--- config.mk ---
export PLATFORM = sky130hd
export DESIGN_NAME = if_stage
export DESIGN_NICKNAME = d
export VERILOG_FILES = /design/src/if_pkg.sv /design/src/if_stage.sv /design/src/if_stage_checker.sv /design/src/if_dummy_gen.sv /design/src/if_compressed_decoder.sv /design/src/if_prefetcher.sv
export SDC_FILE = /design/constraint.sdc
export NUM_CORES = 1
export LEC_CHECK = 0
export ABC_CLOCK_PERIOD_IN_PS = 4900
export BUFFER_PORTS_ARGS = -buffer_cell sky130_fd_sc_hd__buf_2
export CAP_MARGIN = 25
export CORE_AREA = 3 3 208 169
export CTS_BUF_LIST = sky130_fd_sc_hd__clkbuf_8
export DETAILED_ROUTE_END_ITERATION = 10
export DIE_AREA = 0 0 211 172
export HOLD_SLACK_MARGIN = 0.06
export PLACE_DENSITY = 0.71
export SYNTH_ARGS = -nofsm -noshare
export SYNTH_HDL_FRONTEND = slang
export SYNTH_HIERARCHICAL = 1
export SYNTH_SLANG_ARGS = --single-unit
--- constraint.sdc ---
create_clock -name clk -period 4.9 [get_ports clk]
set_input_delay 0.735 -clock clk [delete_from_list [all_inputs] [get_ports clk]]
set_output_delay 0.735 -clock clk [all_outputs]
set_load 0.02 [all_outputs]
--- src/if_pkg.sv ---
////////////////////
// Instruction fetch package
// Shared types, the dummy encoding and the checker's alert causes
////////////////////

package if_pkg;

  // Instruction word as fetched from memory or handed to decode
  typedef logic [31:0] instr_t;

  // Byte address on the fetch bus and in the PC path
  typedef logic [31:0] addr_t;

  // One 16-bit parcel of the halfword stream
  typedef logic [15:0] half_t;

  ////////////////////
  // Dummy instruction
  ////////////////////

  // The dummy is an ADD whose result lands in x0, so it has no
  // architectural effect. It still exercises the ALU with two fixed
  // source registers, x10 and x11
  localparam instr_t DUMMY_INSTR = {7'b0000000, 5'd11, 5'd10, 3'b000, 5'd0, 7'b0110011};

  ////////////////////
  // Checker causes
  ////////////////////

  // Only the first cause seen is kept
  typedef enum logic [2:0] {
    ALERT_NONE       = 3'd0,
    // Valid output while halted and not killed
    ALERT_HALT_VALID = 3'd1,
    // Valid output in the cycle after a kill
    ALERT_KILL_VALID = 3'd2,
    // Fetch request address not word aligned
    ALERT_MISALIGNED = 3'd3,
    // Two dummies handed to decode in a row
    ALERT_DUMMY_B2B  = 3'd4,
    // Dummy emitted inside a partly consumed instruction
    ALERT_DUMMY_MID  = 3'd5
  } alert_cause_e;

  ////////////////////
  // Parameter defaults
  ////////////////////

  // Word FIFO depth, must be a power of two of 2 or more
  localparam int FIFO_DEPTH_DEFAULT = 4;

  // Starting state of the 16-bit dummy LFSR, must not be zero
  localparam logic [15:0] LFSR_SEED_DEFAULT = 16'hACE1;

endpackage
--- src/if_stage.sv ---
////////////////////
// Instruction fetch stage
// PC control, IF/ID register, dummy insertion and the fault checker
////////////////////

`timescale 1ns/10ps

module if_stage #(
  parameter int          FIFO_DEPTH = if_pkg::FIFO_DEPTH_DEFAULT,
  parameter logic [15:0] LFSR_SEED  = if_pkg::LFSR_SEED_DEFAULT
) (
  input  logic                 clk,
  input  logic                 rst_n,
  // Controller
  input  logic                 pc_set_i,
  input  if_pkg::addr_t        branch_addr_i,
  input  logic                 halt_i,
  input  logic                 kill_i,
  input  logic                 dummy_en_i,
  // Decode
  input  logic                 id_ready_i,
  // Instruction memory
  output logic                 instr_req_o,
  output if_pkg::addr_t        instr_addr_o,
  input  logic                 instr_rvalid_i,
  input  if_pkg::instr_t       instr_rdata_i,
  // IF/ID pipe
  output logic                 if_valid_o,
  output if_pkg::instr_t       instr_o,
  output if_pkg::addr_t        pc_o,
  output logic                 compressed_o,
  output logic                 illegal_c_o,
  output logic                 dummy_o,
  // Fault signalling
  output logic                 alert_o,
  output if_pkg::alert_cause_e alert_cause_o
);

  logic           fetch_valid;
  if_pkg::half_t  fetch_lo;
  if_pkg::half_t  fetch_hi;
  logic           fetch_hi_valid;
  if_pkg::addr_t  fetch_pc;
  logic           pop_half;
  logic           pop_word;
  if_pkg::instr_t dec_instr;
  logic           dec_compressed;
  logic           dec_illegal;
  logic           dummy_req;
  logic           dummy_take;
  logic           load_en;
  logic           instr_load;
  logic           first_parcel;

  // IF/ID register
  logic           valid_q;
  if_pkg::instr_t instr_q;
  if_pkg::addr_t  pc_q;
  logic           compressed_q;
  logic           illegal_q;
  logic           dummy_q;
  // Set when the last entry handed to decode was a dummy
  logic           last_dummy_q;

  if_prefetcher #(
    .FIFO_DEPTH(FIFO_DEPTH)
  ) prefetcher0 (
    .clk             (clk),
    .rst_n           (rst_n),
    .start_i         (pc_set_i),
    .start_addr_i    (branch_addr_i),
    .flush_i         (kill_i),
    .pop_half_i      (pop_half),
    .pop_word_i      (pop_word),
    .instr_req_o     (instr_req_o),
    .instr_addr_o    (instr_addr_o),
    .instr_rvalid_i  (instr_rvalid_i),
    .instr_rdata_i   (instr_rdata_i),
    .fetch_valid_o   (fetch_valid),
    .fetch_lo_o      (fetch_lo),
    .fetch_hi_o      (fetch_hi),
    .fetch_hi_valid_o(fetch_hi_valid),
    .fetch_pc_o      (fetch_pc)
  );

  // The upper parcel is only meaningful for a 32-bit instruction
  if_compressed_decoder decoder0 (
    .instr_i     ({fetch_hi, fetch_lo}),
    .instr_o     (dec_instr),
    .compressed_o(dec_compressed),
    .illegal_c_o (dec_illegal)
  );

  if_dummy_gen #(
    .LFSR_SEED(LFSR_SEED)
  ) dummy_gen0 (
    .clk        (clk),
    .rst_n      (rst_n),
    .enable_i   (dummy_en_i),
    .take_i     (dummy_take),
    .dummy_req_o(dummy_req)
  );

  ////////////////////
  // Load control
  ////////////////////

  // Halt hides the register from decode without touching its contents
  assign if_valid_o = valid_q && !halt_i;

  // Register is free when empty or when decode takes it this cycle
  assign load_en = (!valid_q || id_ready_i) && !halt_i && !kill_i && !pc_set_i;

  // A dummy never reaches decode right behind another dummy
  assign dummy_take = load_en && dummy_req && !(valid_q ? dummy_q : last_dummy_q);

  // A 32-bit instruction waits until both of its parcels are present
  assign instr_load = load_en && !dummy_take && fetch_valid &&
                      (dec_compressed || fetch_hi_valid);
  assign pop_half   = instr_load && dec_compressed;
  assign pop_word   = instr_load && !dec_compressed;

  // The prefetcher still points at the instruction a held dummy stands in for
  assign first_parcel = (fetch_pc == pc_q);

  always_ff @(posedge clk or negedge rst_n) begin
    if (!rst_n) begin
      valid_q      <= 1'b0;
      last_dummy_q <= 1'b0;
    end else begin
      if (kill_i || pc_set_i) begin
        valid_q <= 1'b0;
      end else if (dummy_take || instr_load) begin
        valid_q <= 1'b1;
      end else if (if_valid_o && id_ready_i) begin
        valid_q <= 1'b0;
      end
      if (if_valid_o && id_ready_i) begin
        last_dummy_q <= dummy_q;
      end
    end
  end

  // Payload follows the valid bit and holds while decode stalls
  always_ff @(posedge clk) begin
    if (dummy_take) begin
      instr_q      <= if_pkg::DUMMY_INSTR;
      pc_q         <= fetch_pc;
      compressed_q <= 1'b0;
      illegal_q    <= 1'b0;
      dummy_q      <= 1'b1;
    end else if (instr_load) begin
      instr_q      <= dec_instr;
      pc_q         <= fetch_pc;
      compressed_q <= dec_compressed;
      illegal_q    <= dec_illegal;
      dummy_q      <= 1'b0;
    end
  end

  assign instr_o      = instr_q;
  assign pc_o         = pc_q;
  assign compressed_o = compressed_q;
  assign illegal_c_o  = illegal_q;
  assign dummy_o      = dummy_q;

  ////////////////////
  // Fault checker
  ////////////////////

  if_stage_checker checker0 (
    .clk           (clk),
    .rst_n         (rst_n),
    .halt_i        (halt_i),
    .kill_i        (kill_i),
    .if_valid_i    (if_valid_o),
    .id_ready_i    (id_ready_i),
    .dummy_i       (dummy_q),
    .instr_req_i   (instr_req_o),
    .instr_addr_i  (instr_addr_o),
    .first_parcel_i(first_parcel),
    .alert_o       (alert_o),
    .alert_cause_o (alert_cause_o)
  );

endmodule

--- src/if_stage_checker.sv ---
////////////////////
// Fetch stage run-time checker
// Watches stage invariants and raises a sticky alert with its first cause
////////////////////

`timescale 1ns/10ps

module if_stage_checker (
  input  logic                 clk,
  input  logic                 rst_n,
  input  logic                 halt_i,
  input  logic                 kill_i,
  input  logic                 if_valid_i,
  input  logic                 id_ready_i,
  input  logic                 dummy_i,
  input  logic                 instr_req_i,
  input  if_pkg::addr_t        instr_addr_i,
  input  logic                 first_parcel_i,
  output logic                 alert_o,
  output if_pkg::alert_cause_e alert_cause_o
);

  logic                 kill_q;
  // Set while the last instruction handed to decode was a dummy
  logic                 last_dummy_q;
  logic                 xfer;
  logic                 violation;
  if_pkg::alert_cause_e cause;
  logic                 alert_q;
  if_pkg::alert_cause_e cause_q;

  assign xfer = if_valid_i && id_ready_i;

  ////////////////////
  // Invariants
  ////////////////////

  always_comb begin
    violation = 1'b1;
    cause     = if_pkg::ALERT_NONE;
    if (halt_i && !kill_i && if_valid_i) begin
      cause = if_pkg::ALERT_HALT_VALID;
    end else if (kill_q && if_valid_i) begin
      // The output register must be empty one cycle after a kill
      cause = if_pkg::ALERT_KILL_VALID;
    end else if (instr_req_i && (instr_addr_i[1:0] != 2'b00)) begin
      cause = if_pkg::ALERT_MISALIGNED;
    end else if (xfer && dummy_i && last_dummy_q) begin
      cause = if_pkg::ALERT_DUMMY_B2B;
    end else if (if_valid_i && dummy_i && !first_parcel_i) begin
      // A dummy must sit on the boundary of the next real instruction
      cause = if_pkg::ALERT_DUMMY_MID;
    end else begin
      violation = 1'b0;
    end
  end

  always_ff @(posedge clk or negedge rst_n) begin
    if (!rst_n) begin
      kill_q       <= 1'b0;
      last_dummy_q <= 1'b0;
      alert_q      <= 1'b0;
      cause_q      <= if_pkg::ALERT_NONE;
    end else begin
      kill_q <= kill_i;
      if (xfer) begin
        last_dummy_q <= dummy_i;
      end
      // Only the first fault is recorded, later ones leave it alone
      if (violation && !alert_q) begin
        alert_q <= 1'b1;
        cause_q <= cause;
      end
    end
  end

  assign alert_o       = alert_q;
  assign alert_cause_o = cause_q;

endmodule

--- src/if_dummy_gen.sv ---
////////////////////
// Dummy instruction scheduler
////////////////////

`timescale 1ns/10ps

module if_dummy_gen #(
  parameter logic [15:0] LFSR_SEED = if_pkg::LFSR_SEED_DEFAULT
) (
  input  logic clk,
  input  logic rst_n,
  input  logic enable_i,
  input  logic take_i,
  output logic dummy_req_o
);

  // Taps for x^16 + x^14 + x^13 + x^11 + 1 in right-shift Galois form
  localparam logic [15:0] LFSR_TAPS = 16'hB400;

  logic [15:0] lfsr_q;
  logic [15:0] lfsr_next;
  // Counts from 1 to 16, so a five bit counter is enough
  logic [4:0]  count_q;

  assign lfsr_next = {1'b0, lfsr_q[15:1]} ^ (lfsr_q[0] ? LFSR_TAPS : 16'h0000);

  // Request stays up until the stage can place the dummy
  assign dummy_req_o = enable_i && (count_q == 5'd0);

  always_ff @(posedge clk or negedge rst_n) begin
    if (!rst_n) begin
      lfsr_q  <= LFSR_SEED;
      count_q <= {1'b0, LFSR_SEED[3:0]} + 5'd1;
    end else begin
      if (take_i) begin
        // A fresh gap of at least one slot is drawn after every dummy
        lfsr_q  <= lfsr_next;
        count_q <= {1'b0, lfsr_q[3:0]} + 5'd1;
      end else if (enable_i && (count_q != 5'd0)) begin
        count_q <= count_q - 5'd1;
      end
    end
  end

endmodule

--- src/if_compressed_decoder.sv ---
////////////////////
// Compressed instruction expander
// Turns C.ADDI, C.LI, C.MV and C.ADD into their 32-bit forms
////////////////////

`timescale 1ns/10ps

module if_compressed_decoder (
  input  if_pkg::instr_t instr_i,
  output if_pkg::instr_t instr_o,
  output logic           compressed_o,
  output logic           illegal_c_o
);

  localparam logic [6:0] OPC_OP_IMM = 7'b0010011;
  localparam logic [6:0] OPC_OP     = 7'b0110011;

  logic [4:0]  rd;
  logic [4:0]  rs2;
  logic [11:0] imm;
  logic [2:0]  funct3;

  // Field positions shared by the supported CI and CR formats
  assign rd     = instr_i[11:7];
  assign rs2    = instr_i[6:2];
  assign funct3 = instr_i[15:13];
  // Six-bit immediate of the CI format, sign extended to twelve bits
  assign imm    = {{7{instr_i[12]}}, instr_i[6:2]};

  // Anything other than 11 in the low bits is a 16-bit parcel
  assign compressed_o = (instr_i[1:0] != 2'b11);

  always_comb begin
    // Unsupported parcels reach decode zero extended and flagged
    instr_o     = {16'h0000, instr_i[15:0]};
    illegal_c_o = 1'b0;
    if (!compressed_o) begin
      // A full-width instruction goes through untouched
      instr_o = instr_i;
    end else begin
      illegal_c_o = 1'b1;
      case (instr_i[1:0])
        2'b01: begin
          if (funct3 == 3'b000) begin
            // C.ADDI becomes addi rd, rd, imm
            instr_o     = {imm, rd, 3'b000, rd, OPC_OP_IMM};
            illegal_c_o = 1'b0;
          end else if (funct3 == 3'b010) begin
            // C.LI becomes addi rd, x0, imm
            instr_o     = {imm, 5'd0, 3'b000, rd, OPC_OP_IMM};
            illegal_c_o = 1'b0;
          end
        end
        2'b10: begin
          // With rs2 zero these encodings are C.JR, C.JALR and C.EBREAK
          if ((funct3 == 3'b100) && (rs2 != 5'd0)) begin
            if (instr_i[12]) begin
              // C.ADD becomes add rd, rd, rs2
              instr_o = {7'b0000000, rs2, rd, 3'b000, rd, OPC_OP};
            end else begin
              // C.MV becomes add rd, x0, rs2
              instr_o = {7'b0000000, rs2, 5'd0, 3'b000, rd, OPC_OP};
            end
            illegal_c_o = 1'b0;
          end
        end
        default: begin
          // Quadrant zero holds no supported instruction
          illegal_c_o = 1'b1;
        end
      endcase
    end
  end

endmodule

--- src/if_prefetcher.sv ---
////////////////////
// Instruction prefetcher
// Fetches aligned words into a FIFO and presents them as a halfword stream
////////////////////

`timescale 1ns/10ps

module if_prefetcher #(
  parameter int FIFO_DEPTH = if_pkg::FIFO_DEPTH_DEFAULT
) (
  input  logic           clk,
  input  logic           rst_n,
  // Redirect and flush from the stage
  input  logic           start_i,
  input  if_pkg::addr_t  start_addr_i,
  input  logic           flush_i,
  // Parcel consumption
  input  logic           pop_half_i,
  input  logic           pop_word_i,
  // Memory side
  output logic           instr_req_o,
  output if_pkg::addr_t  instr_addr_o,
  input  logic           instr_rvalid_i,
  input  if_pkg::instr_t instr_rdata_i,
  // Halfword stream
  output logic           fetch_valid_o,
  output if_pkg::half_t  fetch_lo_o,
  output if_pkg::half_t  fetch_hi_o,
  output logic           fetch_hi_valid_o,
  output if_pkg::addr_t  fetch_pc_o
);

  localparam int PTR_W = $clog2(FIFO_DEPTH);
  localparam int CNT_W = PTR_W + 1;

  if_pkg::instr_t fifo_q [FIFO_DEPTH];
  logic [PTR_W-1:0] rd_ptr_q;
  logic [PTR_W-1:0] wr_ptr_q;
  logic [CNT_W-1:0] count_q;
  // All requests in flight, including those that will be dropped
  logic [CNT_W-1:0] outstanding_q;
  // Requests in flight that belong to a stream before the last flush
  logic [CNT_W-1:0] discard_q;
  logic [CNT_W:0]   occupancy;
  logic             running_q;
  // High during reset so that fetching from address zero begins one cycle after it
  logic             boot_q;
  if_pkg::addr_t    fetch_addr_q;
  if_pkg::addr_t    fetch_pc_q;
  logic             clear;
  logic             push;
  logic             pop_entry;
  logic             offset;
  if_pkg::instr_t   head_word;
  if_pkg::instr_t   next_word;

  // A redirect also empties the FIFO and drops what is still in flight
  assign clear  = start_i | flush_i;
  assign offset = fetch_pc_q[1];

  // Space is counted for live requests only since dropped ones never enter the FIFO
  assign occupancy = {1'b0, count_q} + {1'b0, outstanding_q - discard_q};

  // No request goes out in the redirect cycle itself
  assign instr_req_o  = running_q && !clear && (occupancy < (CNT_W+1)'(FIFO_DEPTH));
  assign instr_addr_o = fetch_addr_q;

  assign push = instr_rvalid_i && (discard_q == '0) && !clear;

  // The head word leaves once its upper parcel has been consumed
  assign pop_entry = pop_word_i | (pop_half_i & offset);

  ////////////////////
  // Halfword aligner
  ////////////////////

  assign head_word = fifo_q[rd_ptr_q];
  assign next_word = fifo_q[rd_ptr_q + PTR_W'(1)];

  assign fetch_valid_o    = (count_q != '0);
  assign fetch_lo_o       = offset ? head_word[31:16] : head_word[15:0];
  // With an upper-half start the second parcel comes from the next word
  assign fetch_hi_o       = offset ? next_word[15:0] : head_word[31:16];
  assign fetch_hi_valid_o = offset ? (count_q >= CNT_W'(2)) : (count_q != '0);
  assign fetch_pc_o       = fetch_pc_q;

  // Word storage
  always_ff @(posedge clk) begin
    if (push) begin
      fifo_q[wr_ptr_q] <= instr_rdata_i;
    end
  end

  always_ff @(posedge clk or negedge rst_n) begin
    if (!rst_n) begin
      rd_ptr_q      <= '0;
      wr_ptr_q      <= '0;
      count_q       <= '0;
      outstanding_q <= '0;
      discard_q     <= '0;
      running_q     <= 1'b0;
      boot_q        <= 1'b1;
      fetch_addr_q  <= '0;
      fetch_pc_q    <= '0;
    end else begin
      boot_q <= 1'b0;
      // Every request is answered by the memory so this count tracks the bus exactly
      outstanding_q <= outstanding_q + CNT_W'(instr_req_o) - CNT_W'(instr_rvalid_i);
      if (clear) begin
        rd_ptr_q  <= '0;
        wr_ptr_q  <= '0;
        count_q   <= '0;
        // Everything still in flight after this edge is stale
        discard_q <= outstanding_q - CNT_W'(instr_rvalid_i);
        // A kill on its own parks the fetcher until the next redirect
        running_q <= start_i;
        if (start_i) begin
          fetch_addr_q <= {start_addr_i[31:2], 2'b00};
          fetch_pc_q   <= start_addr_i;
        end
      end else begin
        if (boot_q) begin
          running_q <= 1'b1;
        end
        if (instr_rvalid_i && (discard_q != '0)) begin
          discard_q <= discard_q - CNT_W'(1);
        end
        if (instr_req_o) begin
          fetch_addr_q <= fetch_addr_q + 32'd4;
        end
        if (push) begin
          wr_ptr_q <= wr_ptr_q + PTR_W'(1);
        end
        if (pop_entry) begin
          rd_ptr_q <= rd_ptr_q + PTR_W'(1);
        end
        count_q <= count_q + CNT_W'(push) - CNT_W'(pop_entry);
        if (pop_half_i) begin
          fetch_pc_q <= fetch_pc_q + 32'd2;
        end else if (pop_word_i) begin
          fetch_pc_q <= fetch_pc_q + 32'd4;
        end
      end
    end
  end

endmodule

Word level (Yosys, flattened, before mapping)
Memories as Yosys holds them, arrays and structs flattened.
Cells that the tools add are included.
{"block": "totals", "regBits": 174, "mem_bits_rw": 128, "input_bits": 72, "out_inout_bits": 105, "wordCells": 163, "mem_count": 1}
{"name": "prefetcher0.fifo_q", "words": 4, "word_bits": 32, "read_ports": 2, "rd_clocked_by_memory_dff": 0, "write_ports": 1, "line": "if_prefetcher.sv:36", "source": "if_pkg::instr_t fifo_q [FIFO_DEPTH];"}
{"block": "classes", "addsub": 15, "n_lt_le_gt_ge": 2, "n_eq_ne": 7, "n_mux": 51, "bitwise_logic": 4, "reduce_logical": 62}
{"operator": "32-bit two-way mux", "count": 12}
{"operator": "32-bit by 3-bit adder with 32-bit output (second input constant)", "count": 2}
{"operator": "32-bit one-hot mux with 2 select lines", "count": 1}
{"operator": "16-bit two-way mux", "count": 3}
{"operator": "32-bit by 2-bit adder with 32-bit output (second input constant)", "count": 1}
{"operator": "32-bit == test", "count": 1}
{"operator": "1-bit logical AND", "count": 29}
{"operator": "25-bit two-way mux", "count": 1}
{"operator": "3-bit two-way mux", "count": 8}
{"operator": "20-bit two-way mux", "count": 1}
{"operator": "1-bit two-way mux", "count": 18}
{"operator": "2-bit nonzero test", "count": 8}
{"operator": "15-bit by 16-bit bitwise XOR with 16-bit output", "count": 1}
{"operator": "3-bit nonzero test", "count": 4}
{"operator": "1-bit logical NOT", "count": 10}
{"operator": "5-bit two-way mux", "count": 2}
{"operator": "5-bit nonzero test", "count": 2}
{"operator": "3-bit by 1-bit subtractor with 3-bit output", "count": 3}
{"operator": "2-bit two-way mux", "count": 4}
{"operator": "3-bit by 1-bit adder with 3-bit output", "count": 2}
{"operator": "3-bit logical NOT", "count": 2}
{"operator": "4-bit by 1-bit adder with 5-bit output (second input constant)", "count": 1}
{"operator": "5-bit logical NOT", "count": 1}
{"operator": "5-bit by 1-bit subtractor with 5-bit output (second input constant)", "count": 1}
{"operator": "other kinds (16)", "count": 23}

Longest topological paths before layout
{"block": "logic_depth", "ltp_word": 16, "depth_mapped": 20, "mapped_depth_nobuf": 16}

Cells and area by module
Netlist, hierarchy kept.
{"mod": "if_prefetcher", "instances": 1, "cells_per_inst": 783, "area_per_inst_um2": 10151.0}
{"mod": "if_stage", "instances": 1, "cells_per_inst": 253, "area_per_inst_um2": 2876.5}
{"mod": "if_dummy_gen", "instances": 1, "cells_per_inst": 80, "area_per_inst_um2": 972.2}
{"mod": "if_compressed_decoder", "instances": 1, "cells_per_inst": 91, "area_per_inst_um2": 596.8}
{"mod": "if_stage_checker", "instances": 1, "cells_per_inst": 32, "area_per_inst_um2": 307.8}

Least setup slack after synthesis
No wires, ideal clock.
{"block": "synth_timing", "path_kind": "reg2reg", "from": "register prefetcher0.rd_ptr_q[1]", "to": "register prefetcher0.count_q[2]", "setup_ns": 0.131, "arrival_time_ns": 4.235, "path_slack_ns": 0.534, "path_stages_with_launch": 20, "period_less_slack_ns": 4.366, "cell_sequence": "dfrtp_1 > buf_2 > mux4_2 > mux2_2 > ha_1 > clkbuf_1 > inv_1 > nor2_1 > or4_4 > buf_6 > buf_6 > nor3_2 > a21o_1 > ha_1 > inv_1 > ha_1 > inv_1 > fa_1 > xnor2_1 > nor2_1"}
{"element": "start: declaration", "line": "if_prefetcher.sv:37", "source": "logic [PTR_W-1:0] rd_ptr_q;"}
{"element": "start signal: assignment", "line": "if_prefetcher.sv:135", "source": "rd_ptr_q <= rd_ptr_q + PTR_W'(1);"}
{"element": "memory read 4 x 32 bit (*)"}
{"element": "16-bit two-way mux (*)", "line": "if_prefetcher.sv:81", "source": "assign fetch_lo_o = offset ? head_word[31:16] : head_word[15:0];"}
{"element": "net fetch_lo[0]", "line": "if_stage.sv:40", "source": "if_pkg::half_t fetch_lo;"}
{"element": "2-bit != test (*)", "line": "if_compressed_decoder.sv:31", "source": "assign compressed_o = (instr_i[1:0] != 2'b11);"}
{"element": "net dec_compressed", "line": "if_stage.sv:47", "source": "logic dec_compressed;"}
{"element": "1-bit logical OR", "line": "if_stage.sv:119", "source": "(dec_compressed || fetch_hi_valid);"}
{"element": "1-bit logical AND", "line": "if_stage.sv:118", "source": "assign instr_load = load_en && !dummy_take && fetch_valid &&"}
{"element": "1-bit logical AND (*)", "line": "if_stage.sv:121", "source": "assign pop_word = instr_load && !dec_compressed;"}
{"element": "net pop_word", "line": "if_stage.sv:45", "source": "logic pop_word;"}
{"element": "1-bit bitwise OR (*)", "line": "if_prefetcher.sv:71", "source": "assign pop_entry = pop_word_i | (pop_half_i & offset);"}
{"element": "3-bit by 1-bit subtractor with 3-bit output (*)", "line": "if_prefetcher.sv:137", "source": "count_q <= count_q + CNT_W'(push) - CNT_W'(pop_entry);"}
{"element": "3-bit two-way mux (*)", "line": "if_prefetcher.sv:109", "source": "if (clear) begin"}
{"element": "end signal: assignment", "line": "if_prefetcher.sv:137"}
{"element": "end: declaration", "line": "if_prefetcher.sv:39", "source": "logic [CNT_W-1:0] count_q;"}
Mark *: on every way through the listed nets, which the timed path passes. The rest lies on a longest branch.
A chain may end at the register's enable or synchronous reset.

Worst setup path in the final report
{"block": "layout_timing", "from": "register prefetcher0.outstanding_q[0]", "to": "output port instr_req_o"}
{"block": "layout_between", "elab_chain_len": 4}
{"element": "start: declaration", "line": "if_prefetcher.sv:41", "source": "logic [CNT_W-1:0] outstanding_q;"}
{"element": "start signal: assignment", "line": "if_prefetcher.sv:108", "source": "outstanding_q <= outstanding_q + CNT_W'(instr_req_o) - CNT_W'(instr_rvalid_i);"}
{"element": "3-bit subtractor", "line": "if_prefetcher.sv:62", "source": "assign occupancy = {1'b0, count_q} + {1'b0, outstanding_q - discard_q};"}
{"element": "3-bit by 3-bit adder with 4-bit output", "line": "if_prefetcher.sv:62"}
{"element": "4-bit by 3-bit less-than comparator with 1-bit output", "line": "if_prefetcher.sv:65", "source": "assign instr_req_o = running_q && !clear && (occupancy < (CNT_W+1)'(FIFO_DEPTH));"}
{"element": "1-bit logical AND", "line": "if_prefetcher.sv:65"}
{"element": "end: declaration", "line": "if_stage.sv:23", "source": "output logic instr_req_o,"}
Every way passes these cells.

==> flow_metrics.tcl <==
set metrics [dict create \
    cts_buffer_depth 3 \
    grt_util_all_layers 0.215 \
    synth_top_family_by_area "simple AND/OR/NAND/NOR gates" \
    p_sw_uw 2190 \
    fmax_ghz 0.228 \
    drtIter0Drc 1045 \
    grt_antenna_before_repair 7 \
    overflow 0 \
    die_area_um2 36300 \
    grt_max_degree 75 \
    portBuffers 174 \
    crit_path_end_kind "output pin" \
    dp_slack_ns 0.887 \
    nets 1514 \
    drive_gt1_frac 0.285 \
    num_vias 11000 \
    yosys_warnings 6 \
    antenna_left 0 \
    synthCells 1239 \
    wl_met3_um 3300 \
    tightest_slew_ns 0.847 \
    ys_seq_elements 301 \
    slew_headroom 0.435 \
    max_cap_viol_count 0 \
    switching_share 0.321 \
    seq_area_um2 8170 \
    critical_path.startpoint_type "flip-flop" \
    dp_hpwl_um 28200 \
    rows 60 \
    path_max_fanout 9 \
    p_clk_frac 0.314 \
    yosys.area_share.simple 0.126 \
    crit_family "simple AND/OR/NAND/NOR gates" \
    fillers 2902 \
    worstHoldPathType "in2reg" \
    finalWirelength_um 39900 \
    seqPwrFrac 0.474 \
    synthArstFlopShare 0.352 \
    synth-xor-area-share 0.0335 \
    syn_avg_cell_area_um2 12.0 \
    tns_ns 0 \
    die_x_um 211 \
    required_ns 4.16 \
    syn_to_final_growth_pct 15.2 \
    dr.max_layer_used "met5" \
    slowest_delay_ns 0.59 \
    muxShareOfSynthArea 0.112 \
    fin_cells 1893 \
    finalCritPeriodShare 0.894 \
    status "finished, final reports clean" \
    firstDrtPassIters 5 \
    power.density_nw_per_um2 397 \
    combPwrFrac 0.212 \
    grt_pass1_vias 10500 \
    final_util 0.514 \
    cts_tree "done" \
    slew_viol_final 0 \
    clock-sinks 301 \
    cts_root_buffer "clkbuf_8" \
    met2_wirelength_um 17500 \
    critPathArrivalTime_ns 3.65 \
    dpl.cell_count 1795 \
    gp_congestion 0.927 \
    clk_latency_ns 0.58 \
    viasPerCell 5.84 \
    r2r_setup_slack_ns 0.94 \
    hold_viol_final 0 \
    crit_type "reg2out" \
    die_y_um 172 \
    core_um2 33400 \
    finalPower_uw 6810 \
    fin_skew_ns 0.0218 \
    cts_buffers 50 \
    route.detailed.drc 0 \
    routedWlPerCell_um 21.1 \
    critical_path.cell_chain "inv_1 > ha_1 > inv_1 > fa_1 > xor2_1 > xnor2_1 > ha_1 > nor4b_1 > o21ai_0 > nor2_2 > buf_2" \
    fin_ws_ns 0.519 \
    ys_types 94 \
    ioPinCount 177 \
    synth_edf_count 160 \
    cpMaxStageDelayCell "nor2_2" \
    met1Wirelength_um 18200 \
    synth.yosys.seq_area_share 0.548 \
    synth_compound_area_frac 0.119 \
    clk_pin_slew_ns 0.06 \
    post_cts_buffers 0 \
    yosys_most_used_dff "edfxtp_1" \
    htree_levels 2 \
    grt_pass1_wl_um 61000 \
    leakage_uw 0.00666 \
    multiInputGateArea_um2 6200 \
    ir_drop_mv 0.215 \
    start_util 0.446 \
    rsz0062_at_grt "no" \
    synthAdderAreaFrac 0.0242 \
    period_needed_ns 4.38 \
    path_buf_inv 3 \
    setup_violations 0 \
    internal_power_uw 4630 \
    netlist_area_um2 14900 \
]
-- worst paths after layout --
check / start / to / cells past startpoint
setup / recovery: prefetcher0/outstanding_q[0]$_DFF_PN0_ / instr_req_o / 11
hold / removal: instr_rdata_i[31] / prefetcher0/fifo_q[0][31]$_DFFE_PP_ / 1
setup reg to reg: prefetcher0/rd_ptr_q[0]$_DFFE_PN0P_ / prefetcher0/count_q[2]$_DFF_PN0_ / 16
hold reg to reg: instr_o[24]$_SDFFE_PP0P_ / instr_o[24]$_SDFFE_PP0P_ / 2
max in group asynchronous: rst_n / prefetcher0/boot_q$_DFF_PN1_ / 4
min in group asynchronous: rst_n / prefetcher0/fetch_pc_o[0]$_DFFE_PN0P_ / 2
-- cells by family (layout without fill, tap and decap cells) --
group	Yosys count	in the layout
AND/OR/NAND/NOR	352	352
flip-flops	301	301
AO/OA/AOI/OAI	278	278
buffers and inverters	122	337
multiplexers	101	101
XOR/XNOR	57	57
adder cells (fa/ha/maj)	27	27
other	1	6
-- routing by layer --
metal,track usage,up-vias
li1,-,5011
met1,0.322,5468
met2,0.319,486
met3,0.0437,75
met4,0.0594,8
met5,0,-
-- stage by stage --
stage,area (µm²),hold slack (ns)
global placement,16100,0.461
floorplan,14900,0.439
CTS,17100,0.315
detailed placement,16100,0.464
finish,17200,0.363
global route,17200,0.327
-- worst register-to-register path, cell delays in order (launching register included) --
cell	delay, ns
dfrtp_2	0.41
buf_4	0.36
mux4_2	0.35
mux2_2	0.32
ha_1	0.22
inv_1	0.12
nor2_1	0.10
or4_4	0.49
nor3_2	0.25
a21o_1	0.17
ha_1	0.24
inv_1	0.06
ha_1	0.13
inv_1	0.05
fa_1	0.37
xnor2_1	0.15
nor2_1	0.05
-- registers in the layout, indices dropped and copies added (netlist names), 3 cells and up --
signal / cells
prefetcher0/instr_addr_o: 30
checker0/alert_cause_o: 3
instr_o: 32
prefetcher0/fetch_pc_o: 32
dummy_gen0/count_q: 5
pc_o: 32
prefetcher0/count_q: 3
prefetcher0/discard_q: 3
prefetcher0/outstanding_q: 3
prefetcher0/fifo_q: 128
dummy_gen0/lfsr_q: 16
-- cells in the mapped netlist, types with 24 or more instances --
| library cell | count | area (µm²) |
|---|---|---|
| nor2_1 | 68 | 255 |
| dfrtp_1 | 96 | 2400 |
| ha_1 | 24 | 300 |
| dfxtp_1 | 35 | 701 |
| inv_1 | 45 | 169 |
| mux4_2 | 48 | 1080 |
| edfxtp_1 | 160 | 4800 |
| nand2_1 | 86 | 323 |
| clkbuf_1 | 39 | 146 |
| nand3_1 | 72 | 360 |
| mux2_2 | 49 | 552 |
| a21oi_1 | 83 | 415 |
| xor2_1 | 41 | 359 |
| o21ai_0 | 60 | 300 |
-- power by group through the flow --
stage	clock (µW)	sequential, µW	combinational (µW)
finish	2140	3230	1440
detailed placement	0	3270	1430
global placement	0	3260	1400
CTS	2200	3220	1440
floorplan	0	3350	822
global route	2320	3260	1590
-- cell type report --
class,instances,area share
Antenna cell,3,0.000437
Clock buffer,58,0.0465
Clock inverter,35,0.0112
Inverter,46,0.0104
Multi-Input combinational cell,818,0.361
Sequential cell,301,0.476
Tap cell,434,0.0316
Timing Repair Buffer,198,0.0627
-- layout by cell type, fill, tap and decap left out, types with 14 or more instances in the layout --
master / synthesis / final
a21oi_1: 83 / 83
a31oi_1: 14 / 14
buf_2: 16 / 173
buf_4: 9 / 23
clkbuf_8: 0 / 58
dfrtp_1: 96 / 94
dfxtp_1: 35 / 35
edfxtp_1: 160 / 160
ha_1: 24 / 24
inv_1: 45 / 70
mux2_2: 49 / 49
mux4_2: 48 / 48
nand2_1: 86 / 86
nand3_1: 72 / 72
nand4_1: 19 / 19
nor2_1: 68 / 66
o21ai_0: 60 / 60
o21ai_1: 15 / 15
o22ai_1: 15 / 15
xnor2_1: 16 / 16
xor2_1: 41 / 41
-- timing repair --
action                                  4_1_cts  5_1_grt
hold endpoints to repair                      0       21
endpoints found under the setup margin        0        1
gates resized for setup                       0        1
hold buffers                                  0        1
No activity file was read; power rests on OpenSTA's default activity.
